[src/source/bus_pkg.sv]
package bus_pkg;

  // bus geometry
  localparam int ADDR_W = 32;
  localparam int DATA_W = 32;
  localparam int BE_W   = DATA_W / 8;

  // scratch bank layout
  localparam int NUM_BANKS  = 4;
  localparam int BANK_WORDS = 1024;
  localparam int WORD_IDX_W = $clog2(BANK_WORDS); // 10
  localparam int BANK_IDX_W = $clog2(NUM_BANKS);  // 2

  // address field widths
  localparam int REGION_W = 4;
  localparam int BYTE_W   = 2;
  localparam int ZERO_W   = ADDR_W - REGION_W - BANK_IDX_W - WORD_IDX_W - BYTE_W; // 14

  // region nibble that selects scratch RAM
  localparam logic [REGION_W-1:0] RAM_REGION = 4'h3;

  // decoder controller states
  localparam logic ST_IDLE = 1'b0;
  localparam logic ST_DONE = 1'b1;

  typedef logic [DATA_W-1:0]    bus_word_t;
  typedef logic [NUM_BANKS-1:0] bank_sel_t;
  typedef logic [8*7-1:0]       seg_t; // digit 0 in bits 6:0

  // one bus address seen through both bank layouts
  typedef union packed {
    struct packed {
      logic [REGION_W-1:0]   region;
      logic [ZERO_W-1:0]     zero;
      logic [BANK_IDX_W-1:0] bank;   // contiguous blocks
      logic [WORD_IDX_W-1:0] word;
      logic [BYTE_W-1:0]     offset;
    } lin;
    struct packed {
      logic [REGION_W-1:0]   region;
      logic [ZERO_W-1:0]     zero;
      logic [WORD_IDX_W-1:0] word;
      logic [BANK_IDX_W-1:0] bank;   // rotates every word
      logic [BYTE_W-1:0]     offset;
    } ilv;
  } bus_addr_u;

endpackage

[src/source/seg_display.sv]
`timescale 1ns/10ps

module seg_display (
  input  logic               clk,
  input  logic               rst_n,
  input  logic               accept,
  input  bus_pkg::bus_word_t accept_addr,
  output bus_pkg::seg_t      seg
);

  bus_pkg::bus_word_t addr_q;

  // segment order g..a, low means lit
  function automatic logic [6:0] hex_to_seg(input logic [3:0] nib);
    case (nib)
      4'h0: return 7'b1000000;
      4'h1: return 7'b1111001;
      4'h2: return 7'b0100100;
      4'h3: return 7'b0110000;
      4'h4: return 7'b0011001;
      4'h5: return 7'b0010010;
      4'h6: return 7'b0000010;
      4'h7: return 7'b1111000;
      4'h8: return 7'b0000000;
      4'h9: return 7'b0010000;
      4'ha: return 7'b0001000;
      4'hb: return 7'b0000011;
      4'hc: return 7'b1000110;
      4'hd: return 7'b0100001;
      4'he: return 7'b0000110;
      default: return 7'b0001110; // F
    endcase
  endfunction

  always_ff @(posedge clk) begin
    if (!rst_n) begin
      addr_q <= '0; // blank bus shows all zeros
    end else if (accept) begin
      addr_q <= accept_addr;
    end
  end

  // digit 7 carries the region nibble
  always_comb begin
    for (int d = 0; d < 8; d++) begin
      seg[d*7 +: 7] = hex_to_seg(addr_q[d*4 +: 4]);
    end
  end

endmodule

[config.mk]
export PLATFORM = sky130hd
export DESIGN_NAME = seg_display
export DESIGN_NICKNAME = d
export VERILOG_FILES = /design/src/source/bus_pkg.sv /design/src/source/seg_display.sv
export SDC_FILE = /design/constraint.sdc
export NUM_CORES = 1
export LEC_CHECK = 0
export BUFFER_PORTS_ARGS = -buffer_cell sky130_fd_sc_hd__buf_2
export CAP_MARGIN = 30
export CELL_PAD_IN_SITES_DETAIL_PLACEMENT = 1
export CELL_PAD_IN_SITES_GLOBAL_PLACEMENT = 1
export CORE_MARGIN = 3
export CORE_UTILIZATION = 39
export DETAILED_ROUTE_END_ITERATION = 8
export PLACE_DENSITY_LB_ADDON = 0.1
export SLEW_MARGIN = 40
export SYNTH_ARGS = -nofsm -noshare
export SYNTH_HDL_FRONTEND = slang
export SYNTH_SLANG_ARGS = --single-unit
[constraint.sdc]
create_clock -name clk -period 2.3 [get_ports clk]
set_clock_uncertainty 0.15 [all_clocks]
set_input_delay 0.46 -clock clk [delete_from_list [all_inputs] [get_ports clk]]
set_output_delay 0.46 -clock clk [all_outputs]
set_load 0.05 [all_outputs]
==> results by group <==
Timing
  • Setup violations, final: 0
  • Minimum clock period: 1.96 ns
  • RSZ-0062 raised after global routing: no
  • Setup_tns: 0 ns
  • Final hold vios: 0
  • Final worst slack: 0.337 ns
  • Fin crit share: 85.3%
  • Final Slew Violations: 0
  • Worst rel slew slack: 65.9%
  • Fmax: 509 MHz
  • Worst Tran Pin Value: 0.506 ns

Place
  • PortBufs: 90
  • Inst Count DP: 798
  • GP Congestion: 0.854
  • Place WS: -0.0287 ns
  • Placed Instance Area: 6130 µm²
  • Estimated wirelength of the detail-placed design: 10.2 mm

Critical path
  • Worst EP required: 2.36 ns
  • Worst setup EP type: flip-flop
  • Setup crit end: seg[32]$_DFF_P_
  • Worst Setup Start Kind: primary input
  • Worst-path fanout max: 12
  • RR Endpoint: seg[31]$_DFF_P_
  • RR Startpoint: addr_q[17]$_SDFFE_PN0P_
  • Slowest CP cell: buf_4
  • Crit path cell chain: buf_2 > buf_4 > buf_4 > mux2i_1 > nand2b_1 > buf_4 > inv_1 > a22oi_1 > o21ai_0
  • WS Path Type: in -> reg
  • R2R setup slack: 0.47 ns
  • CP dominant cell by count: buf_4
  • R2R depth: 5
  • Max incr delay on CP: 0.24 ns
  • Data arrival time of the worst path: 2.02 ns
  • Crit path launch: accept

Finish
  • Ant diodes: 0
  • Post-layout utilization of the core: 50.7%
  • Layout area overhead: 26.3%
  • # nets final: 720
  • Final non-filler cell total: 814
  • Layout cell share with drive strength beyond 1: 36.9%
  • Final instance area: 6430 µm²

Global routing
  • Largest net degree at the start of global routing: 22
  • Initial antenna violation count: 2
  • Gr usage total: 18.6%
  • First-pass GRT wire length: 21.6 mm
  • Vias in the first global route: 4,403
  • Grt ovf: 0

Detailed routing
  • DRC violations left: 0
  • Met1 WL: 5.30 mm
  • First-pass iteration count of the detailed router: 4
  • DRT antenna net count: 0
  • Vias: 4,180
  • Highest routed layer: met5
  • DR WL met3: 450 µm
  • Initial DRC Count: 216
  • DR WL met2: 6.96 mm
  • WL/cell: 16.0 µm
  • DRT Wirelength: 13.0 mm
  • Via density: 5.14

Synth
  • Synth Cell Area: 5090 µm²
  • Seq/Total Area, Yosys: 34.6%
  • Yosys reg bits: 88
  • Distinct cell type count after synthesis: 66
  • Synth async-reset ratio: 0%
  • Post-synth EDFFs: 0
  • Synthesized area per cell: 9.92 µm²
  • Ys flop type: dfxtp_1
  • Yosys Warn Count: 0
  • Syn nets: 596
  • Syn Inst Count: 513

Clock network
  • CTS resizes: 0
  • Clock sink count: 88
  • Clock buffer depth: 2
  • Hold-fix buffers at CTS: 0
  • Clock latency on the worst-skew pair: 0.35 ns
  • Postcts setup bufs: 0
  • Reg clk slew, reported paths: 0.06 ns
  • H-tree Lvls: 3
  • Root Driver: clkbuf_16
  • CTS tree: done
  • TritonCTS buffer count: 9

Job
  • Max_cap viols: 0

Pwr
  • Leakage power: 3.03 nW
  • PD cells: 682 nW/µm²
  • Maximum VDD drop: 0.378 mV

Min path
  • Hold WC Path Type: in -> reg
  • Min-delay src: accept_addr[17]

Floorplanning
  • Die Ht: 120 µm
  • Die W: 120 µm
  • Rows: 41
  • Initial Util: 40.2%
  • DIE AREA: 14,500 µm²
  • Core Area: 12,700 µm²
  • I/O pin count: 91

Outcome
  • Status: finished, final reports clean
-- worst min path at each step --
stage	endpoint	slack [ns]	cells after the start
6_report	addr_q[17]$_SDFFE_PN0P_	0.25	3
5_1_grt	addr_q[25]$_SDFFE_PN0P_	0.27	3
3_3_place_gp	addr_q[17]$_SDFFE_PN0P_	0.35	2
4_1_cts	addr_q[17]$_SDFFE_PN0P_	0.24	3
2_1_floorplan	addr_q[25]$_SDFFE_PN0P_	0.32	2
3_5_place_dp	addr_q[25]$_SDFFE_PN0P_	0.35	2
-- worst max-delay path: cells and delay by family --
family	cells	cell delay [ns]
buf+inv	5	0.82
mux	1	0.24
simple gates	1	0.19
compound gates	2	0.31
-- layout by cell type, fill, tap and decap left out, types with 12 or more instances in the layout --
master    synthesis  routed
a32o_1           13      13
dfxtp_1          88      88
nor2b_1          20      18
buf_4             5      43
mux2i_1          20      19
a21oi_1          12      12
buf_2             5      89
nand2_1          37      35
nand2b_1         13      13
ha_1             48      37
inv_1            45      41
o21ai_0          13      13
-- synthesized netlist by cell type, drive strengths merged, types with 7 or more instances --
master / count / area (µm²)
o21ai: 26 / 138
nor3b: 7 / 62.6
ha: 48 / 601
nor2b: 20 / 125
o22ai: 10 / 62.6
o32ai: 11 / 115
nand2: 49 / 229
inv: 53 / 201
nor2: 7 / 26.3
dfxtp: 88 / 1760
mux2i: 22 / 236
mux2: 20 / 259
and2: 14 / 97.6
a21oi: 12 / 60.1
nand2b: 17 / 136
buf: 20 / 209
nand3: 10 / 50.1
a32o: 13 / 130
-- layer usage --
| metal | vias to the layer above | GRT usage, % |
|---|---|---|
| met3 | 24 | 3.37 |
| met2 | 68 | 34.6 |
| met4 | 4 | 8.22 |
| met1 | 2033 | 20.7 |
| met5 | - | 0 |
| li1 | 2051 | - |
-- flip-flops by register name (all words and copies together), names as in the netlist --
register,cells
addr_q,32
seg,56
-- power by group --
group	internal (W)	total, W	switching, W
logic	0.000407	0.00118	0.000773
registers	0.00166	0.00170	0.0000452
clock network	0.000898	0.00150	0.000599
total	0.00296	0.00438	0.00142
-- kinds of logic after synthesis --
| logic type | Yosys count | share of synthesized area [%] |
|---|---|---|
| fa+ha+maj | 48 | 11.8 |
| mux | 46 | 11.5 |
| compound gates | 105 | 15.6 |
| flops | 88 | 34.6 |
| simple gates | 150 | 18.2 |
| buf+inv | 76 | 8.31 |
-- through the flow --
stage | hold WS (ns) | total power (W)
finish | 0.249 | 0.00438
floorplan | 0.322 | 0.00262
CTS | 0.244 | 0.00444
global placement | 0.346 | 0.00290
global route | 0.272 | 0.00460
detailed placement | 0.352 | 0.00293
-- area by class of cell --
type	count	area, µm²
clock buffers	13	260
multi-input cells	349	3100
well taps	172	215
repair buffers	135	828
flip-flops and latches	88	1760
inverters	54	221
fillers	1458	6240
clock inverters	3	40.0
No activity file was read; power rests on OpenSTA's default activity.
