## config.mk

```make
export PLATFORM = sky130hd
export DESIGN_NAME = bus_decoder
export DESIGN_NICKNAME = d
export VERILOG_FILES = /design/src/source/bus_pkg.sv /design/src/source/bus_decoder.sv
export SDC_FILE = /design/constraint.sdc
export NUM_CORES = 1
export LEC_CHECK = 0
export ABC_AREA = 1
export BUFFER_PORTS_ARGS = -buffer_cell sky130_fd_sc_hd__buf_2
export CAP_MARGIN = 25
export CORE_MARGIN = 2
export CORE_UTILIZATION = 24
export DETAILED_ROUTE_END_ITERATION = 6
export MAX_ROUTING_LAYER = met4
export PLACE_DENSITY = 0.78
export SLEW_MARGIN = 20
export SYNTH_ARGS = -nofsm -noshare
export SYNTH_HDL_FRONTEND = slang
export SYNTH_SLANG_ARGS = --single-unit
```

## constraint.sdc

```tcl
create_clock -name clk -period 2.8 [get_ports clk]
set_input_delay 0.56 -clock clk [delete_from_list [all_inputs] [get_ports clk]]
set_output_delay 0.56 -clock clk [all_outputs]
set_load 0.03 [all_outputs]
```

## src/source/bus_pkg.sv

```systemverilog
package bus_pkg;

  // bus geometry
  localparam int ADDR_W = 32;
  localparam int DATA_W = 32;
  localparam int BE_W   = DATA_W / 8;

  // scratch bank layout
  localparam int NUM_BANKS  = 4;
  localparam int BANK_WORDS = 1024;
  localparam int WORD_IDX_W = $clog2(BANK_WORDS); // 10
  localparam int BANK_IDX_W = $clog2(NUM_BANKS);  // 2

  // address field widths
  localparam int REGION_W = 4;
  localparam int BYTE_W   = 2;
  localparam int ZERO_W   = ADDR_W - REGION_W - BANK_IDX_W - WORD_IDX_W - BYTE_W; // 14

  // region nibble that selects scratch RAM
  localparam logic [REGION_W-1:0] RAM_REGION = 4'h3;

  // decoder controller states
  localparam logic ST_IDLE = 1'b0;
  localparam logic ST_DONE = 1'b1;

  typedef logic [DATA_W-1:0]    bus_word_t;
  typedef logic [NUM_BANKS-1:0] bank_sel_t;
  typedef logic [8*7-1:0]       seg_t; // digit 0 in bits 6:0

  // one bus address seen through both bank layouts
  typedef union packed {
    struct packed {
      logic [REGION_W-1:0]   region;
      logic [ZERO_W-1:0]     zero;
      logic [BANK_IDX_W-1:0] bank;   // contiguous blocks
      logic [WORD_IDX_W-1:0] word;
      logic [BYTE_W-1:0]     offset;
    } lin;
    struct packed {
      logic [REGION_W-1:0]   region;
      logic [ZERO_W-1:0]     zero;
      logic [WORD_IDX_W-1:0] word;
      logic [BANK_IDX_W-1:0] bank;   // rotates every word
      logic [BYTE_W-1:0]     offset;
    } ilv;
  } bus_addr_u;

endpackage

```

## src/source/bus_decoder.sv

```systemverilog
`timescale 1ns/10ps

module bus_decoder (
  input  logic                             clk,
  input  logic                             rst_n,
  input  bus_pkg::bus_addr_u               address,
  input  logic                             read,
  input  logic                             write,
  input  bus_pkg::bus_word_t               writedata,
  input  logic [bus_pkg::BE_W-1:0]         byteenable,
  input  logic                             map,        // 0 linear, 1 interleaved
  output bus_pkg::bank_sel_t               bank_we,
  output bus_pkg::bank_sel_t               bank_re,
  output logic [bus_pkg::WORD_IDX_W-1:0]   bank_word,
  output logic [bus_pkg::BE_W-1:0]         bank_be,
  output bus_pkg::bus_word_t               bank_wdata,
  output logic                             unmapped,
  output logic                             accept,
  output bus_pkg::bus_word_t               accept_addr,
  output logic                             waitrequest
);

  logic                            state;
  logic                            req;
  logic                            valid_addr;
  logic [bus_pkg::BANK_IDX_W-1:0]  bank_idx;
  logic [bus_pkg::WORD_IDX_W-1:0]  word_idx;
  bus_pkg::bank_sel_t              bank_hot;

  assign req = read | write;

  // region and zero field sit at the same place in both views
  assign valid_addr = (address.lin.region == bus_pkg::RAM_REGION) && (address.lin.zero == '0);

  always_comb begin
    if (map) begin
      bank_idx = address.ilv.bank;
      word_idx = address.ilv.word;
    end else begin
      bank_idx = address.lin.bank;
      word_idx = address.lin.word;
    end
  end

  assign bank_hot = bus_pkg::bank_sel_t'(1) << bank_idx;

  assign accept   = (state == bus_pkg::ST_IDLE) && req; // first cycle of a request
  assign unmapped = accept && !valid_addr;

  assign bank_we = (accept && valid_addr && write) ? bank_hot : '0;
  assign bank_re = (accept && valid_addr && read) ? bank_hot : '0;

  assign bank_word   = word_idx;
  assign bank_be     = byteenable;
  assign bank_wdata  = writedata;
  assign accept_addr = address;

  // idle-high wait, released only in the completion cycle
  assign waitrequest = (state == bus_pkg::ST_IDLE);

  always_ff @(posedge clk) begin
    if (!rst_n) begin
      state <= bus_pkg::ST_IDLE;
    end else if (state == bus_pkg::ST_DONE) begin
      state <= bus_pkg::ST_IDLE;
    end else if (req) begin
      state <= bus_pkg::ST_DONE;
    end
  end

  one_strobe: assert property (@(posedge clk) disable iff (!rst_n)
    $onehot0({bank_we, bank_re}));

  no_rd_wr: assert property (@(posedge clk) disable iff (!rst_n)
    !(read && write));

  // one low cycle per accept, and the cpu still holds the same request in it
  wait_pulse: assert property (@(posedge clk) disable iff (!rst_n)
    accept |=> (!waitrequest && req && $stable(address)) ##1 waitrequest);

endmodule

```

==> results.md, run 1 <==
Global routing:
- The number of global-route vias before repair is 649.
- The total congestion overflow is 0.
- The first-pass GRT wire length is 2766 microns.
- The initial antenna violation count was 0.
- In the global route stage, overall resource usage came out at 0.08088.
- Entering global routing, the biggest net connects 23 pins.

Setup path:
- The worst setup slack for register-to-register paths is 2.14 ns.
- The library cell appearing most often on the critical path is sky130_fd_sc_hd__buf_2.
- In this run the critical register-to-register path is captured at state.
- The path depth of the worst reg2reg path is 2.
- The worst setup path is captured at an output pin.
- The startpoint identified for the worst register-to-register timing path is state.
- The arrival time reported for the critical path endpoint is 1.68 ns.
- The type of element launching the critical path is an input port.
- The biggest cell delay along the critical path is 0.37 ns.
- The critical path is of the in2out type.
- The signal on the critical path passes through buf_2 > o21ai_0 > nand2_1 > nor3_1 > buf_2.
- Of all nets on the critical path, the largest fanout is 22.
- The data required time at the worst endpoint is 2.24 ns.
- The slowest stage of the critical path belongs to the cell sky130_fd_sc_hd__o21ai_0.

Finish:
- The diode insertion count for antenna repair is 0.
- The total non-filler cell area in the finished layout is 820.8 sq um.
- The number of flip-flops in the largest register came to 1.
- The largest registers in the layout are state x1.
- The count of nets after finishing is 226.
- Relative to the synthesized area, the layout overhead comes to -5.065%.
- For this run, the share of the core covered by cells in the final layout is 0.2422.
- The ratio of cells with drive above 1 in the final layout is 0.6225.
- state holds more flip-flops than any other register.

Power and ir drop:
- For this design the total switching power over the nets is 0.0001254 W.
- Of the total power, the share spent switching nets is 0.6394.
- The analysis attributes to cell leakage a power of 0.5041 nW.
- The worst vdd rail ir drop is 0.00006323 V.
- The power consumption is 0.0001962 W.
- The fraction of power consumed by sequential logic is 0.086.
- The internal power consumption is 0.00007075 W.
- The total power density per cell area is 239.0 nW/um^2.
- Of the total power, combinational logic draws 0.914.
- The share of total power dissipated in the clock network is 0.

Floorplanning:
- The vertical die dimension is 64.02 microns.
- The floorplan has 21 rows.
- In this run the standard cell core region covers 3390 sq um.
- The die is 64.02 microns wide.
- The die covers 4099 sq um.
- The initial utilization of the core area, before any placement, comes to 0.2551.
- Pin placement for this block handled 162 I/O pins.

Synth:
- The async set-reset flop share out of synthesis is 0.
- Of the synthesized area, sequential elements account for 0.02315.
- The net count after synthesis is 209.
- The number of cells produced by synthesis is 136.
- Of the post-synthesis cell area, the dominant cell type holds 0.5904.
- The count of flip-flops with a built-in enable after synthesis is 0.
- The synthesis-stage register bit count is 1.
- In the post-synthesis netlist, the biggest area contributors are sky130_fd_sc_hd__buf_4 59%, sky130_fd_sc_hd__nand2_1 6.5%, sky130_fd_sc_hd__nor2_1 5.2%.
- The most common cell in the synthesized netlist is sky130_fd_sc_hd__buf_4.
- Counting instances in the post-synthesis netlist gives the leading cell types as 68 x sky130_fd_sc_hd__buf_4, 15 x sky130_fd_sc_hd__nand2_1, 12 x sky130_fd_sc_hd__nor2_1.
- The biggest area consumer among synthesized cells is sky130_fd_sc_hd__buf_4.
- The most used flip-flop cell after synthesis is sky130_fd_sc_hd__dfxtp_1.
- For this run, the number of Yosys warnings is 0.
- In this run, distinct cell masters in the synthesized netlist total 19.
- After synthesis the cells add up to 864.6 sq um.
- In this run the mean area of a mapped cell was 6.357 sq um.

Worst hold path:
- For hold timing, the worst endpoint is state.
- The tightest min-delay check is of the reg2reg type.
- The startpoint identified for the worst hold timing path is state.
- The hold-critical path depth is 2.

Timing:
- Setup violations remaining at the end of the flow were counted as 0.
- The final number of hold-violating endpoints is 0.
- The time the final worst path needs with I/O delays and setup is 2.241 ns.
- The worst setup slack after layout is 0.5587 ns.
- Setup repair after global routing left no endpoint under its margin.
- At the pin with the least slew margin, the transition time is 0.3755 ns.
- The final cycle utilization of the critical path is 0.8005.
- The total count of max-transition violations in the final report is 0.
- In this run the tightest slew margin relative to its limit is 0.7470.
- The total negative slack for setup checks is 0 ns.
- The upper clock frequency limit is 0.4462 GHz.
- Across the routed clock network, the largest skew measured is 0 ns.

Placed design:
- The congestion estimate from routability-driven global placement came to 0.7856.
- The half-perimeter wire length after placement is 1648 microns.
- The total placed instance area is 820.8 sq um.
- Port buffering added 85 buffers.
- Before CTS, the worst setup slack after placement is 0.5304 ns.

Clock network:
- The number of gates resized after cts is 0.
- After clock tree synthesis, the setup repair step added 0 buffers.
- After clock tree synthesis, the clock-pin slew on the worst setup and hold paths is 0 ns.
- After clock tree synthesis, the flow added hold-fix buffers numbering 0.
- The clock reaches the later pin of the worst-skew pair after 0 ns.

Run status:
- The flow ran to the end, and the final reports show no timing, DRC or antenna violations.

Run:
- The max-cap violation count is 0.

Route:
- The remaining routing DRC violations is 0.
- The starting DRC count in detailed routing is 20.
- The detailed-route via count is 748.
- The detailed-route wire length is 1793 microns.
- After detailed routing, the average wire length per cell comes to 9.102 microns.
- The detailed-router iteration count before antenna repair is 3.
- The count of antenna-violating nets left after detailed routing is 0.
- The via density per instance is 3.797.
cell families (layout without fill, tap and decap cells):
family	count (synthesis)	count (layout)	share of synthesized area
AO/OA/AOI/OAI	11	11	0.08105
buffers and inverters	81	96	0.6570
flip-flops	1	1	0.02316
multiplexers	2	2	0.02605
AND/OR/NAND/NOR	41	41	0.2127
critical path, delay by kind of cell:
family | cells | cell delay [ns]
simple gates | 2 | 0.30
compound gates | 1 | 0.37
buf+inv | 2 | 0.44
stage by stage:
stage          hold WS (ns)  cells
2_1_floorplan        0.6168    136
3_3_place_gp         0.5919    197
3_5_place_dp         0.6019    197
4_1_cts              0.6029    197
5_1_grt              0.6293    197
6_report             0.5938    197
cell type report:
cell class | count | area [sq um]
Fill cell | 386 | 2569
Timing Repair Buffer | 85 | 425.4
Multi-Input combinational cell | 54 | 276.5
Tap cell | 46 | 57.56
Inverter | 11 | 41.29
Sequential cell | 1 | 20.02
worst max-delay path by stage:
stage / start / end
floorplan: write / bank_re[0]
detailed placement: map / bank_re[2]
global route: map / bank_re[2]
CTS: map / bank_re[2]
global placement: map / bank_we[3]
finish: map / bank_re[2]
power groups by stage:
stage / Combinational (W) / Clock (W) / Sequential, W
floorplan: 0.000247 / 0 / 0.0000167
global placement: 0.000180 / 0 / 0.0000168
detailed placement: 0.000181 / 0 / 0.0000168
CTS: 0.000181 / 0 / 0.0000169
global route: 0.000193 / 0 / 0.0000170
finish: 0.000179 / 0 / 0.0000168
cell usage in the layout (no fill, tap or decap), types with 2 or more instances in the layout:
master                    count
sky130_fd_sc_hd__a21oi_1      3
sky130_fd_sc_hd__and2_1       2
sky130_fd_sc_hd__buf_2       85
sky130_fd_sc_hd__inv_1        9
sky130_fd_sc_hd__inv_2        2
sky130_fd_sc_hd__mux2_2       2
sky130_fd_sc_hd__nand2_1     15
sky130_fd_sc_hd__nor2_1      12
sky130_fd_sc_hd__nor3_1       8
sky130_fd_sc_hd__o21ai_0      6
metal layers:
layer	up-vias	share of wire	GRT usage
met4	0	0	0.01359
met5	-	0	-
met3	0	0.11	0.02817
met1	329	0.39	0.08599
li1	383	-	-
met2	36	0.50	0.1458
Power figures use the tool's default switching activity.
==> run 2, diff against run 1 <==
Clock period 2.8 ns to 2.1 ns, I/O delays scaled along.
==> run 2 against run 1 <==
Sequential power up 33%. Via count fell by 0.80%. Register-to-register slack got worse by 0.70 ns. Critical path depth rose by 2. Sequential cell count unchanged. Cell count rose by 0.51%. Sequential share of layout area about the same. Power up 34%. Largest power group unchanged. Highest routed layer unchanged.
==> results.md, run 2 (same netlist as run 1, synthesis figures left out) <==
Run status:
- The flow ran to the end, and the final reports show no timing, DRC or antenna violations.

Route:
- Once detail routing completed, the nets flagged for antenna violations numbered 0.
- Dividing the detail-routed wire length by the instance count gives 9.040 microns.
- The first detailed-routing pass took 4 iterations.
- The starting DRC count in detailed routing is 21.
- After detailed routing, the number of vias per cell comes to 3.747.
- For this run, design rule violations remaining after detail routing come to 0.
- The detailed-route via count is 742.
- Summed over all layers, the routed wires come to 1790 microns.

Placed design:
- After detailed placement, the design holds a cell count of 198.
- The HPWL after detailed placement is 1644 microns.
- The total placed instance area is 828.3 sq um.
- The weighted congestion at the end of routability-driven global placement is 0.6990.
- The number of I/O port buffers is 85.

Floorplanning:
- The area of the die is 4099 sq um.
- The initial standard-cell utilization of the core is 0.2551.
- The region available for standard cell placement spans 3390 sq um.
- Pin placement for this block handled 162 I/O pins.
- Measured along the x axis, the die boundary spans 64.02 microns.
- The standard-cell row count is 21.
- The vertical die dimension is 64.02 microns.

Timing:
- The final number of hold-violating endpoints came to 0.
- The total of endpoints with negative setup slack in the final report is 0.
- The clock skew is 0 ns.
- The final cycle utilization of the critical path is 0.9100.
- Setup repair after global routing left no endpoint under its margin.
- The time the final worst path needs with I/O delays and setup is 1.911 ns.
- The worst max-slew margin expressed relative to the limit is 0.7341.
- For this run, the top clock speed supported by timing is 0.5233 GHz.
- The worst hold slack is 0.5908 ns.
- The total negative slack for setup checks is 0 ns.
- At the pin with the least slew margin, the transition time is 0.3946 ns.
- The total count of max-transition violations in the final report is 0.

Global routing:
- The total congestion overflow is 0.
- The initial antenna violation count came to 0.
- The total global routing track utilization is 0.08277.
- The first-pass GRT wire length is 2835 microns.
- The maximum number of pins on one net before global-route repair is 21.
- The number of global-route vias before repair is 657.

Clock network:
- The clock-pin transition on the worst setup and hold timing paths is 0 ns.
- In this run the post-CTS setup repair buffer count came out at 0.
- The clock reaches the later pin of the worst-skew pair after 0 ns.
- The number of gates resized after cts is 0.
- For this design, the CTS-stage hold fixing added 0 buffers.

Finish:
- The filler cell count is 389.
- The count of placed standard cells in the final layout, fillers left out is 198.
- The total non-filler cell area in the finished layout is 828.3 sq um.
- The diode insertion count for antenna repair is 0.
- The count of nets after finishing is 227.
- The library cell used most frequently in the layout, excluding fill and tap cells, is sky130_fd_sc_hd__buf_2.
- The largest register by flop count is state.
- The multi-input combinational cell area is 276.5 sq um.
- In the final layout, the registers with the most flip-flops are state x1.
- The area growth from synthesis to layout is -4.197%.
- The number of flip-flops in the largest register is 1.
- The ratio of cells with drive above 1 in the final layout is 0.6250.
- The storage element area is 20.02 sq um.
- The top cell types in the final layout, fill and taps aside, are 85 x sky130_fd_sc_hd__buf_2, 15 x sky130_fd_sc_hd__nand2_1, 12 x sky130_fd_sc_hd__nor2_1.

Setup path:
- The biggest fanout along the worst timing path is 8.
- The setup check on the worst reg-to-reg path leaves a slack of 1.44 ns.
- In this run the critical register-to-register path is launched from state.
- The arrival time reported for the critical path endpoint is 1.49 ns.
- In this run the worst setup path begins at address[23].
- At the worst endpoint, the required time is 1.68 ns.
- The worst register-to-register path ends at state.
- The setup path with the least slack is of type in2out.
- The worst setup path is captured at an output pin.
- The path depth of the worst reg2reg path is 2.
- STA classifies the critical path startpoint as an input port.

Worst hold path:
- The hold-critical path depth is 2.
- The hold path endpoint is state.
- The class of the tightest hold or removal check is reg2reg.
- In this run the most critical hold path is launched from state.

Power and ir drop:
- The worst vdd rail ir drop is 0.00008906 V.
- In this run the static leakage power is 0.5089 nW.
- Power spread over the standard cell area amounts to 317.7 nW/um^2.

Run:
- The max-cap violation count is 0.
[run 2: cell types whose count changed in the layout (fill, tap and decap cells not counted), sizes merged]
| cell | delta |
|---|---|
| buf | +1 |
[run 2: per-stage QoR]
step                  util  worst slack [ns]   power, W
CTS                 0.2444            0.1836  0.0002655
global route        0.2444          0.002364  0.0002818
floorplan                -          0.009894  0.0003519
detailed placement  0.2444            0.1853  0.0002650
global placement    0.2444            0.1970  0.0002633
finish              0.2444            0.1889  0.0002631
[run 2: worst max-delay path by stage]
stage | to | cells after the start
finish | bank_we[3] | 7
global route | bank_we[1] | 7
CTS | bank_we[3] | 7
detailed placement | bank_we[1] | 7
global placement | bank_re[1] | 7
floorplan | bank_re[0] | 4
[run 2: worst max-delay path, stage by stage]
cell	delay (ns)
sky130_fd_sc_hd__buf_2	0.10
sky130_fd_sc_hd__nor2_1	0.10
sky130_fd_sc_hd__nand2_1	0.07
sky130_fd_sc_hd__nor2_1	0.17
sky130_fd_sc_hd__nand4_2	0.21
sky130_fd_sc_hd__nor3_1	0.19
sky130_fd_sc_hd__buf_2	0.22
[run 2: cell type report]
| cell class | count | area share |
|---|---|---|
| multi-input combinational | 54 | 0.3338 |
| tap | 46 | 0.06949 |
| timing repair buffer | 86 | 0.5227 |
| inverter | 11 | 0.04985 |
| sequential | 1 | 0.02417 |
[run 2: routing by layer]
layer | global-route usage | share of wire | vias to the layer above
met2 | 0.1406 | 0.48 | 36
met3 | 0.02817 | 0.11 | 0
met1 | 0.09554 | 0.41 | 319
met5 | - | 0 | -
li1 | - | - | 387
met4 | 0.01359 | 0 | 0
[run 2: where the power goes]
part           internal [W]  total [W]  switching, W
combinational     0.0000747   0.000241      0.000166
clock                     0          0             0
sequential        0.0000209  0.0000224    0.00000145
total             0.0000956   0.000263      0.000168
