`src/source/bus_pkg.sv`:
```
package bus_pkg;

  // bus geometry
  localparam int ADDR_W = 32;
  localparam int DATA_W = 32;
  localparam int BE_W   = DATA_W / 8;

  // scratch bank layout
  localparam int NUM_BANKS  = 4;
  localparam int BANK_WORDS = 1024;
  localparam int WORD_IDX_W = $clog2(BANK_WORDS); // 10
  localparam int BANK_IDX_W = $clog2(NUM_BANKS);  // 2

  // address field widths
  localparam int REGION_W = 4;
  localparam int BYTE_W   = 2;
  localparam int ZERO_W   = ADDR_W - REGION_W - BANK_IDX_W - WORD_IDX_W - BYTE_W; // 14

  // region nibble that selects scratch RAM
  localparam logic [REGION_W-1:0] RAM_REGION = 4'h3;

  // decoder controller states
  localparam logic ST_IDLE = 1'b0;
  localparam logic ST_DONE = 1'b1;

  typedef logic [DATA_W-1:0]    bus_word_t;
  typedef logic [NUM_BANKS-1:0] bank_sel_t;
  typedef logic [8*7-1:0]       seg_t; // digit 0 in bits 6:0

  // one bus address seen through both bank layouts
  typedef union packed {
    struct packed {
      logic [REGION_W-1:0]   region;
      logic [ZERO_W-1:0]     zero;
      logic [BANK_IDX_W-1:0] bank;   // contiguous blocks
      logic [WORD_IDX_W-1:0] word;
      logic [BYTE_W-1:0]     offset;
    } lin;
    struct packed {
      logic [REGION_W-1:0]   region;
      logic [ZERO_W-1:0]     zero;
      logic [WORD_IDX_W-1:0] word;
      logic [BANK_IDX_W-1:0] bank;   // rotates every word
      logic [BYTE_W-1:0]     offset;
    } ilv;
  } bus_addr_u;

endpackage

```
`src/source/read_return.sv`:
```
`timescale 1ns/10ps

module read_return (
  input  logic                                          clk,
  input  logic                                          rst_n,
  input  bus_pkg::bus_word_t [bus_pkg::NUM_BANKS-1:0]   rdata,
  input  bus_pkg::bank_sel_t                            rvalid,
  input  logic                                          unmapped,
  input  logic                                          accept,
  output bus_pkg::bus_word_t                            readdata,
  output logic                                          fault
);

  // and-or mux, zero when no bank answers
  always_comb begin
    readdata = '0;
    for (int i = 0; i < bus_pkg::NUM_BANKS; i++) begin
      readdata = readdata | (rdata[i] & {bus_pkg::DATA_W{rvalid[i]}});
    end
  end

  // follows the status of the most recent request
  always_ff @(posedge clk) begin
    if (!rst_n) begin
      fault <= 1'b0;
    end else if (accept) begin
      fault <= unmapped;
    end
  end

  rvalid_onehot: assert property (@(posedge clk) disable iff (!rst_n)
    $onehot0(rvalid));

endmodule

```
`config.mk`:
```
export PLATFORM = sky130hd
export DESIGN_NAME = read_return
export DESIGN_NICKNAME = d
export VERILOG_FILES = /design/src/source/bus_pkg.sv /design/src/source/read_return.sv
export SDC_FILE = /design/constraint.sdc
export NUM_CORES = 1
export LEC_CHECK = 0
export ABC_AREA = 0
export BUFFER_PORTS_ARGS = -buffer_cell sky130_fd_sc_hd__buf_2
export CELL_PAD_IN_SITES_DETAIL_PLACEMENT = 2
export CELL_PAD_IN_SITES_GLOBAL_PLACEMENT = 2
export CORE_ASPECT_RATIO = 0.7
export CORE_MARGIN = 2
export CORE_UTILIZATION = 10
export DETAILED_ROUTE_END_ITERATION = 16
export PLACE_DENSITY = 0.95
export SYNTH_ARGS = -nofsm -noshare
export SYNTH_HDL_FRONTEND = slang
export SYNTH_SLANG_ARGS = --single-unit
export TNS_END_PERCENT = 30
```
`constraint.sdc`:
```
create_clock -name clk -period 0.8 [get_ports clk]
set_input_delay 0.12 -clock clk [delete_from_list [all_inputs] [get_ports clk]]
set_output_delay 0.12 -clock clk [all_outputs]
set_load 0.005 [all_outputs]
```
==> results of run 1 <==
==> logic make-up after synthesis <==
family                 after synthesis  share of synthesized area [%]
AOI/OAI and AO/OA                   64                           64.8
and+or+nand+nor                     33                           17.0
buffers and inverters               12                           14.2
muxes                                1                           1.35
DFF                                  1                           2.70
==> timing repair <==
item	4_1_cts	5_1_grt
buffers inserted	0	0
hold buffers	0	0
pin swaps	10	17
cloned	5	1
endpoints found under the setup margin	32	32
endpoints found under the hold margin	0	0
resized for setup	68	18
==> synthesized netlist by cell type <==
cell                      count
sky130_fd_sc_hd__nand2_1     32
sky130_fd_sc_hd__a22oi_1     64
sky130_fd_sc_hd__buf_4        3
sky130_fd_sc_hd__buf_2        3
sky130_fd_sc_hd__mux2i_1      1
sky130_fd_sc_hd__nor2b_1      1
sky130_fd_sc_hd__dfxtp_1      1
sky130_fd_sc_hd__buf_6        6
==> final cells by class <==
type / count / area [sq um]
tap: 98 / 123
sequential: 1 / 20.0
fill: 875 / 4980
timing repair buffer: 185 / 1230
multi-input combinational: 98 / 902
==> final timing paths <==
path	startpoint	to	slack [ns]	depth (start not counted)
hold / removal	rst_n	fault	0.33	2
setup reg to reg	fault	fault	0.22	2
setup / recovery	rvalid[3]	readdata[23]	-0.11	5
hold reg to reg	fault	fault	0.50	2
==> metal layers <==
layer  GRT usage (%)  routed length [um]  up-vias
li1                -                   -      800
met5               0                   0        -
met4            1.82                  78        0
met3            2.14                 441        6
met1            16.6                2490      848
met2            32.5                3750       86
==> placed cells by master, fill, tap and decap left out <==
cell type	count
sky130_fd_sc_hd__a22oi_1	7
sky130_fd_sc_hd__a22oi_2	57
sky130_fd_sc_hd__buf_12	8
sky130_fd_sc_hd__buf_16	5
sky130_fd_sc_hd__buf_2	164
sky130_fd_sc_hd__buf_6	6
sky130_fd_sc_hd__buf_8	1
sky130_fd_sc_hd__clkbuf_16	1
sky130_fd_sc_hd__dfxtp_1	1
sky130_fd_sc_hd__mux2i_1	1
sky130_fd_sc_hd__nand2_1	32
sky130_fd_sc_hd__nor2b_1	1
==> stage by stage <==
step / std cells / setup WS [ns] / TNS [ns] / cell area (sq um)
after floorplan: 111 / 0.191 / 0 / 742
after global placement: 376 / -0.135 / -3.40 / 1730
after detailed placement: 376 / -0.197 / -4.39 / 1730
after CTS: 381 / -0.112 / -2.61 / 2160
after global routing: 382 / -0.142 / -3.30 / 2270
final: 382 / -0.105 / -2.06 / 2270
==> power breakdown <==
part | total (W) | switching [W] | internal, W
registers | 0.0000551 | 0.00000122 | 0.0000539
logic | 0.00130 | 0.000554 | 0.000743
clock network | 0 | 0 | 0
==> impl_summary.txt, run 1 <==
----------------------------------------------------
[Die]
  Die area ... ~0.0081 sq mm
  Count of boundary I/O pins ... 169
  Height of the chip ... approximately 76 um
  Core Area ... between 0.007 and 0.008 sq mm
  Starting utilization of the core area ... 10.2%
  Die width ... roughly 110 um
  Number of rows in the core area ... 26

[Critical path]
  Delay-heaviest family, CP ... buffers and inverters
  Worst Setup End Kind ... primary output
  Chain of cells forming the critical path ... buf_6, buf_12, a22oi_2, nand2_1, buf_2
  Buf+Inv Stages, Crit Path ... 3
  Cell at the slowest stage of the critical path ... sky130_fd_sc_hd__a22oi_2
  WP data required ... 0.68 ns
  Biggest fanout along the worst timing path ... 9
  Critical path class ... in -> out
  WP data arrival ... between 0.7 and 0.8 ns
  Crit path launch type ... input port
  Max incr delay on CP ... 0.17 ns

[Yosys]
  Share of the yosys chip area belonging to registers ... between 2 and 3%
  Largest cells by area after synthesis ... sky130_fd_sc_hd__a22oi_1 (65%), sky130_fd_sc_hd__nand2_1 (16%), sky130_fd_sc_hd__buf_6 (9.1%), sky130_fd_sc_hd__buf_4 (3.0%), sky130_fd_sc_hd__dfxtp_1 (2.7%)
  Synthesized Nets ... between 200 and 250
  Most area-hungry cell type in the Yosys netlist ... sky130_fd_sc_hd__a22oi_1
  Total of flip-flops plus latches after synthesis ... 1
  Yosys top cell area share ... about two thirds
  Count of different cell masters after synthesis ... 8
  Number of warnings reported in the yosys synthesis log ... 0
  Synthesized instance count ... about 110
  Mean instance size in the synthesized netlist ... 6.68 sq um
  Area of the mapped netlist ... approximately 740 sq um

[Route]
  Final routed wirelength across all metal layers ... roughly 6800 um
  Routed vias/inst ... between 4 and 5
  DR WL/cell ... roughly 18 um
  Via count of the routed design ... approximately 1,700
  Total iterations of the first detailed-routing run ... 4
  Antenna Nets Post-Route ... 0
  Post-route DRC violation count ... 0
  Initial DRC count ... 30

[Min path]
  Hold/Removal Path Class ... in -> reg

[Final layout]
  Number of flip-flops under the largest register name ... 1
  Ratio of cells with drive above 1 in the final layout ... 85.2%
  Number of antenna repair diodes ... 0
  Largest registers ranked by flip-flop count ... fault x1
  Final cell utilization of the core ... a little under a third
  Area growth syn-to-layout ... 206%
  Register ranked first by flip-flop count ... fault
  Final net count ... ~420

[Power]
  Sum of internal, switching and leakage power ... between 0.001 and 0.0015 W
  Pwr dens ... between 500 and 600 mW/mm^2
  Highest ir drop seen on vdd ... roughly 0.00030 V
  Leakage power figure ... 1.10 nW

[STA]
  Transition time at the pin with the least slew margin ... ~0.21 ns
  Highest clock rate ... between 1000 and 1500 MHz
  Number of hold violations in the final report ... 0
  Setup repair after global routing missed its margin ... true
  Final period demand of the worst path ... approximately 0.91 ns
  Max-slew headroom at the worst pin ... a little under nine tenths
  Final hold slack ... about 0.33 ns
  Number of pins exceeding their max-slew limit in the final report ... 0
  Final count of negative-setup-slack endpoints ... 32
  Layout Skew ... 0 ns
  Crit share post-route ... 113%
  Slack of the critical path ... -0.105 ns

[GRT]
  Grt ovf ... 0
  Global-route usage over all layers ... between 10% and 20%
  Initial antenna violation count ... 0
  Global-route wire length before repair ... 10,200 um
  Largest net degree at the start of global routing ... 16
  Number of global-route vias before repair ... approximately 2,000

[Outcome]
  Violations in the final reports ... negative setup slack
  Outcome ... complete, but fails checks

[Run]
  Number of maximum-capacitance constraint violations ... 0

[Clocking]
  Clock Latency Late Sink ... 0 ns
  Reg clk slew, reported paths ... 0 ns

[Placed design]
  Gp weighted congestion ... 0.714
  HPWL reported at the end of detailed placement ... about 5200 um
  Number of I/O port buffers ... 168

----------------------------------------------------
No activity file was read; power rests on OpenSTA's default activity.
==> inputs of run 2 (changes only) <==
--- a/config.mk
+++ b/config.mk
@@ -9,11 +9,12 @@
 export BUFFER_PORTS_ARGS = -buffer_cell sky130_fd_sc_hd__buf_2
 export CELL_PAD_IN_SITES_DETAIL_PLACEMENT = 2
 export CELL_PAD_IN_SITES_GLOBAL_PLACEMENT = 2
-export CORE_ASPECT_RATIO = 0.7
+export CORE_ASPECT_RATIO = 0.8
 export CORE_MARGIN = 2
 export CORE_UTILIZATION = 10
 export DETAILED_ROUTE_END_ITERATION = 16
 export PLACE_DENSITY = 0.95
+export SLEW_MARGIN = 20
 export SYNTH_ARGS = -nofsm -noshare
 export SYNTH_HDL_FRONTEND = slang
 export SYNTH_SLANG_ARGS = --single-unit
==> run 2 against run 1 <==
Against the previous run:
- the run still ends with negative setup slack left
- sequential power is essentially flat
- die area about the same
- highest routed layer unchanged
- critical endpoint is now readdata[17]
- first-iteration DRC count increased by 3.3%
- sequential share of layout area hardly changed
- register-to-register slack about the same
==> impl_summary.txt, run 2 (synthesis results as in run 1) <==
----------------------------------------------------
[Outcome]
  Outcome ... complete, but fails checks
  Violations in the final reports ... negative setup slack

[Route]
  Post-route DRC violation count ... 0
  Via count of the routed design ... approximately 1,700
  Initial DRC count ... 31
  DR WL/cell ... approximately 20 um
  Final routed wirelength across all metal layers ... approximately 7500 um
  Antenna Nets Post-Route ... 0
  Routed vias/inst ... ~4.6
  Total iterations of the first detailed-routing run ... 4

[Final layout]
  Number of flip-flops under the largest register name ... 1
  Area growth syn-to-layout ... 220%
  Most common cell after layout, fill and taps aside ... sky130_fd_sc_hd__buf_2
  Most frequent cells in the layout ... sky130_fd_sc_hd__buf_2 (164), sky130_fd_sc_hd__a22oi_2 (57), sky130_fd_sc_hd__nand2_1 (32)
  Number of antenna repair diodes ... 0
  Post-route design area ... around 0.0024 sq mm
  Register ranked first by flip-flop count ... fault
  Final net count ... 424
  Largest registers ranked by flip-flop count ... fault x1
  Ratio of cells with drive above 1 in the final layout ... a little under nine tenths

[Min path]
  Hold wc startpoint ... rst_n
  Hold/Removal Path Class ... in -> reg
  Number of cells on the worst hold path ... 2
  Worst min-delay path endpoint ... fault

[STA]
  Max-slew headroom at the worst pin ... about nine tenths
  Layout Skew ... 0 ns
  Number of pins exceeding their max-slew limit in the final report ... 0
  Crit share post-route ... 113%
  Number of hold violations in the final report ... 0
  Highest clock rate ... 1100 MHz
  Final hold slack ... between 0.3 and 0.4 ns
  Transition time at the pin with the least slew margin ... 0.179 ns
  Setup repair after global routing missed its margin ... true
  Final count of negative-setup-slack endpoints ... 32
  Slack of the critical path ... -0.107 ns
  Final period demand of the worst path ... 0.907 ns

[Clocking]
  Reg clk slew, reported paths ... 0 ns
  Clock Latency Late Sink ... 0 ns
  Hold-fix buffers at CTS ... 0
  Post-CTS setup buffer count ... 0

[Critical path]
  Reg2reg path depth ... 2
  Max incr delay on CP ... about 0.19 ns
  Chain of cells forming the critical path ... buf_12, buf_12, a22oi_2, nand2_1, buf_2
  Crit path launch type ... input port
  Cell at the slowest stage of the critical path ... sky130_fd_sc_hd__a22oi_2
  Worst reg-to-reg setup slack ... ~0.23 ns
  Critical path class ... in -> out
  WP data required ... around 0.7 ns
  Crit Reg-Reg Endpoint ... fault
  Biggest fanout along the worst timing path ... 7
  Launch point of the worst reg-to-reg path ... fault
  Most common cell on crit path ... sky130_fd_sc_hd__buf_12
  Worst Setup End Kind ... primary output
  WP data arrival ... between 0.7 and 0.8 ns

[Die]
  Height of the chip ... between 80 and 90 um
  Core Area ... approximately 0.0073 sq mm
  Die area ... 0.00813 sq mm
  Die width ... about 100 um
  Count of boundary I/O pins ... around 170
  Starting utilization of the core area ... roughly a tenth
  Number of rows in the core area ... 28

[Placed design]
  Worst-case setup slack after placement ... -0.198 ns
  Placed inst area ... 0.00171 sq mm
  Gp weighted congestion ... 0.696
  Number of I/O port buffers ... between 150 and 200
  HPWL reported at the end of detailed placement ... about 5200 um

[Run]
  Number of maximum-capacitance constraint violations ... 0

[GRT]
  Global-route wire length before repair ... 10,600 um
  Number of global-route vias before repair ... between 1,500 and 2,000
  Global-route usage over all layers ... roughly 17%
  Initial antenna violation count ... 0
  Grt ovf ... 0
  Largest net degree at the start of global routing ... 15

[Power]
  Highest ir drop seen on vdd ... 0.000302 V
  Pwr dens ... approximately 610 mW/mm^2
  Leakage power figure ... about 1.2 nW

----------------------------------------------------
-- run 2: worst max-delay path by stage --
stage	start	end	slack (ns)	cells after the start
after floorplan	rvalid[1]	readdata[21]	0.19	3
after global placement	rvalid[2]	readdata[31]	-0.12	5
after detailed placement	rvalid[2]	readdata[31]	-0.20	5
after CTS	rvalid[0]	readdata[17]	-0.12	5
after global routing	rvalid[0]	readdata[0]	-0.15	5
final	rvalid[0]	readdata[17]	-0.11	5
-- run 2: final cells by class --
cell class	count	area (sq um)
Timing Repair Buffer	187	1340
Multi-Input combinational cell	98	902
Tap cell	90	113
Fill cell	849	4910
Sequential cell	1	20.0
-- run 2: critical path: cells and delay by family --
family	cells	cell delay (ns)
simple gates	1	0.08
compound gates	1	0.19
buf+inv	3	0.39
-- run 2: metal layers --
metal	share of wire, %	global-route usage, %	wire, um	up-vias
met4	0.91	3.15	68	0
li1	-	-	-	815
met5	0	0	0	-
met3	4.5	1.64	341	5
met1	36	17.7	2670	840
met2	59	37.3	4420	84
-- run 2: where the power goes --
part	total [W]	switching, W	internal [W]
combinational	0.00139	0.000589	0.000802
clock	0	0	0
sequential	0.0000550	0.00000110	0.0000539
total	0.00145	0.000590	0.000856
-- run 2: timing repair --
item,4_1_cts,5_1_grt
cloned,9,2
hold endpoints to repair,0,0
pin swaps,12,7
endpoints found under the setup margin,32,32
gates resized for setup,69,18
-- run 2: through the flow --
step	setup TNS (ns)	total power [W]	util, %	std cells
floorplan	0	0.000412	-	111
detailed placement	-3.96	0.00101	23.5	365
global placement	-2.74	0.000959	23.5	365
global route	-3.38	0.00156	32.6	376
finish	-2.23	0.00145	32.6	376
CTS	-2.39	0.00137	30.7	374
==> inputs of run 3 (changes only) <==
--- a/config.mk
+++ b/config.mk
@@ -6,14 +6,15 @@
 export NUM_CORES = 1
 export LEC_CHECK = 0
 export ABC_AREA = 0
-export BUFFER_PORTS_ARGS = -buffer_cell sky130_fd_sc_hd__buf_2
 export CELL_PAD_IN_SITES_DETAIL_PLACEMENT = 2
 export CELL_PAD_IN_SITES_GLOBAL_PLACEMENT = 2
 export CORE_ASPECT_RATIO = 0.8
 export CORE_MARGIN = 2
-export CORE_UTILIZATION = 10
+export CORE_UTILIZATION = 21
 export DETAILED_ROUTE_END_ITERATION = 16
-export PLACE_DENSITY = 0.95
+export DONT_BUFFER_PORTS = 1
+export PLACE_DENSITY_LB_ADDON = 0.05
+export SETUP_SLACK_MARGIN = 0.02
 export SLEW_MARGIN = 20
 export SYNTH_ARGS = -nofsm -noshare
 export SYNTH_HDL_FRONTEND = slang
==> run 3 against run 2 <==
Against the previous run:
- sequential power is 2% higher
- global-route usage fell by 1.6 points
- sequential share of layout area up 2.1 points
- critical endpoint is now fault
- the flow now finishes without violations
- total power shrank 76%
- register-to-register slack got worse by 0.04 ns
==> impl_summary.txt, run 3 (synthesis results as in run 1) <==
----------------------------------------------------
[GRT]
  Global-route wire length before repair ... about 5200 um
  Largest net degree at the start of global routing ... 33
  Grt ovf ... 0
  Initial antenna violation count ... 0
  Number of global-route vias before repair ... around 1,000
  Global-route usage over all layers ... 15.6%

[Final layout]
  Filler cell count in the final layout ... between 400 and 500
  Ratio of cells with drive above 1 in the final layout ... 0%
  Most common cell after layout, fill and taps aside ... sky130_fd_sc_hd__a22oi_1
  Number of antenna repair diodes ... 0
  Area of the multi-input gates ... just over 600 sq um
  Final net count ... around 240
  Number of flip-flops under the largest register name ... 1
  Largest registers ranked by flip-flop count ... fault x1
  Post-layout instance count excluding filler cells ... between 100 and 150
  Area used by sequential logic in the layout ... roughly 20 sq um
  Most frequent cells in the layout ... sky130_fd_sc_hd__a22oi_1 (64), sky130_fd_sc_hd__nand2_1 (32), sky130_fd_sc_hd__mux2i_1 (1), sky130_fd_sc_hd__nor2b_1 (1), sky130_fd_sc_hd__dfxtp_1 (1)
  Area growth syn-to-layout ... -7.08%
  Register ranked first by flip-flop count ... fault

[Die]
  Core Area ... about 0.0034 sq mm
  Die area ... 0.00403 sq mm
  Starting utilization of the core area ... a little over a fifth
  Count of boundary I/O pins ... 169
  Die width ... between 70 and 80 um
  Number of rows in the core area ... 19
  Height of the chip ... between 50 and 60 um

[STA]
  Final period demand of the worst path ... around 0.61 ns
  Number of hold violations in the final report ... 0
  Highest clock rate ... 1630 MHz
  Crit share post-route ... roughly three quarters
  Final count of negative-setup-slack endpoints ... 0
  Setup repair after global routing missed its margin ... false
  Number of pins exceeding their max-slew limit in the final report ... 0
  Layout Skew ... 0 ns
  Max-slew headroom at the worst pin ... between 80 and 90%
  Transition time at the pin with the least slew margin ... 0.186 ns
  Setup TNS ... 0 ns

[Critical path]
  Critical path class ... reg -> reg
  Biggest fanout along the worst timing path ... 2
  WP data arrival ... between 0.4 and 0.5 ns
  Worst Setup End Kind ... register
  WP data required ... between 0.6 and 0.7 ns
  Crit path launch type ... register

[Route]
  Antenna Nets Post-Route ... 0
  DR WL/cell ... roughly 24 um
  Routed vias/inst ... between 6 and 7
  Final routed wirelength across all metal layers ... roughly 3500 um
  Post-route DRC violation count ... 0
  Via count of the routed design ... slightly below 1,000
  Total iterations of the first detailed-routing run ... 4
  Initial DRC count ... 42

[Outcome]
  Outcome ... complete, no violations

[Power]
  Switching Share ... between 40% and 50%
  Logic pwr share ... a little over four fifths
  Leakage power figure ... about 0.27 nW
  Int Power ... around 0.00021 W
  Pwr dens ... 508 mW/mm^2
  Clock Power Share ... 0%
  Sum of internal, switching and leakage power ... between 0.0003 and 0.0004 W
  Seq pwr share ... about 16%
  Net switching power ... around 0.00014 W
  Highest ir drop seen on vdd ... 0.000264 V

[Placed design]
  HPWL reported at the end of detailed placement ... roughly 2700 um
  Gp weighted congestion ... 0.685
  Number of placed instances, taps included ... about 140
  Number of I/O port buffers ... 0

[Clocking]
  Reg clk slew, reported paths ... 0 ns
  Post-CTS setup buffer count ... 0
  Clock Latency Late Sink ... 0 ns
  Post_cts resized ... 0
  Hold-fix buffers at CTS ... 0

[Run]
  Number of maximum-capacitance constraint violations ... 0

[Min path]
  Hold/Removal Path Class ... in -> reg

----------------------------------------------------
-- run 3: final cells by class --
class | instances | area share (%)
flip-flops and latches | 1 | 2.90
well taps | 42 | 7.62
multi-input cells | 98 | 89.5
-- run 3: power by group through the flow --
| stage | clock (W) | combinational (W) | sequential [W] |
|---|---|---|---|
| floorplan | 0 | 0.000357 | 0.0000556 |
| global placement | 0 | 0.000289 | 0.0000561 |
| detailed placement | 0 | 0.000301 | 0.0000563 |
| CTS | 0 | 0.000302 | 0.0000563 |
| global route | 0 | 0.000336 | 0.0000569 |
| finish | 0 | 0.000294 | 0.0000563 |
-- run 3: final timing paths --
check        startpoint     to  slack, ns  depth (start not counted)
max               fault  fault       0.19                          2
min               rst_n  fault       0.26                          1
max reg2reg       fault  fault       0.19                          2
min reg2reg       fault  fault       0.55                          2
-- run 3: critical path: stages (launching register included) --
cell	delay, ns
sky130_fd_sc_hd__dfxtp_1	0.30
sky130_fd_sc_hd__mux2i_1	0.13
sky130_fd_sc_hd__nor2b_1	0.06
-- run 3: per-stage QoR --
step	setup WS [ns]	instance area [sq um]	hold WS (ns)	utilization (%)
floorplan	0.191	742	0.248	-
global placement	0.204	689	0.260	20.3
detailed placement	0.194	689	0.265	20.3
CTS	0.185	689	0.265	20.3
global route	0.139	689	0.275	20.3
finish	0.187	689	0.263	20.3
-- run 3: per-layer routing --
metal,routed length [um],track usage [%],up-vias,part of all wire [%]
met4,0,0.275,0,0
met5,0,0,-,0
li1,-,-,426,-
met3,263,1.41,0,7.6
met2,1970,31.8,77,57
met1,1220,18.6,467,35
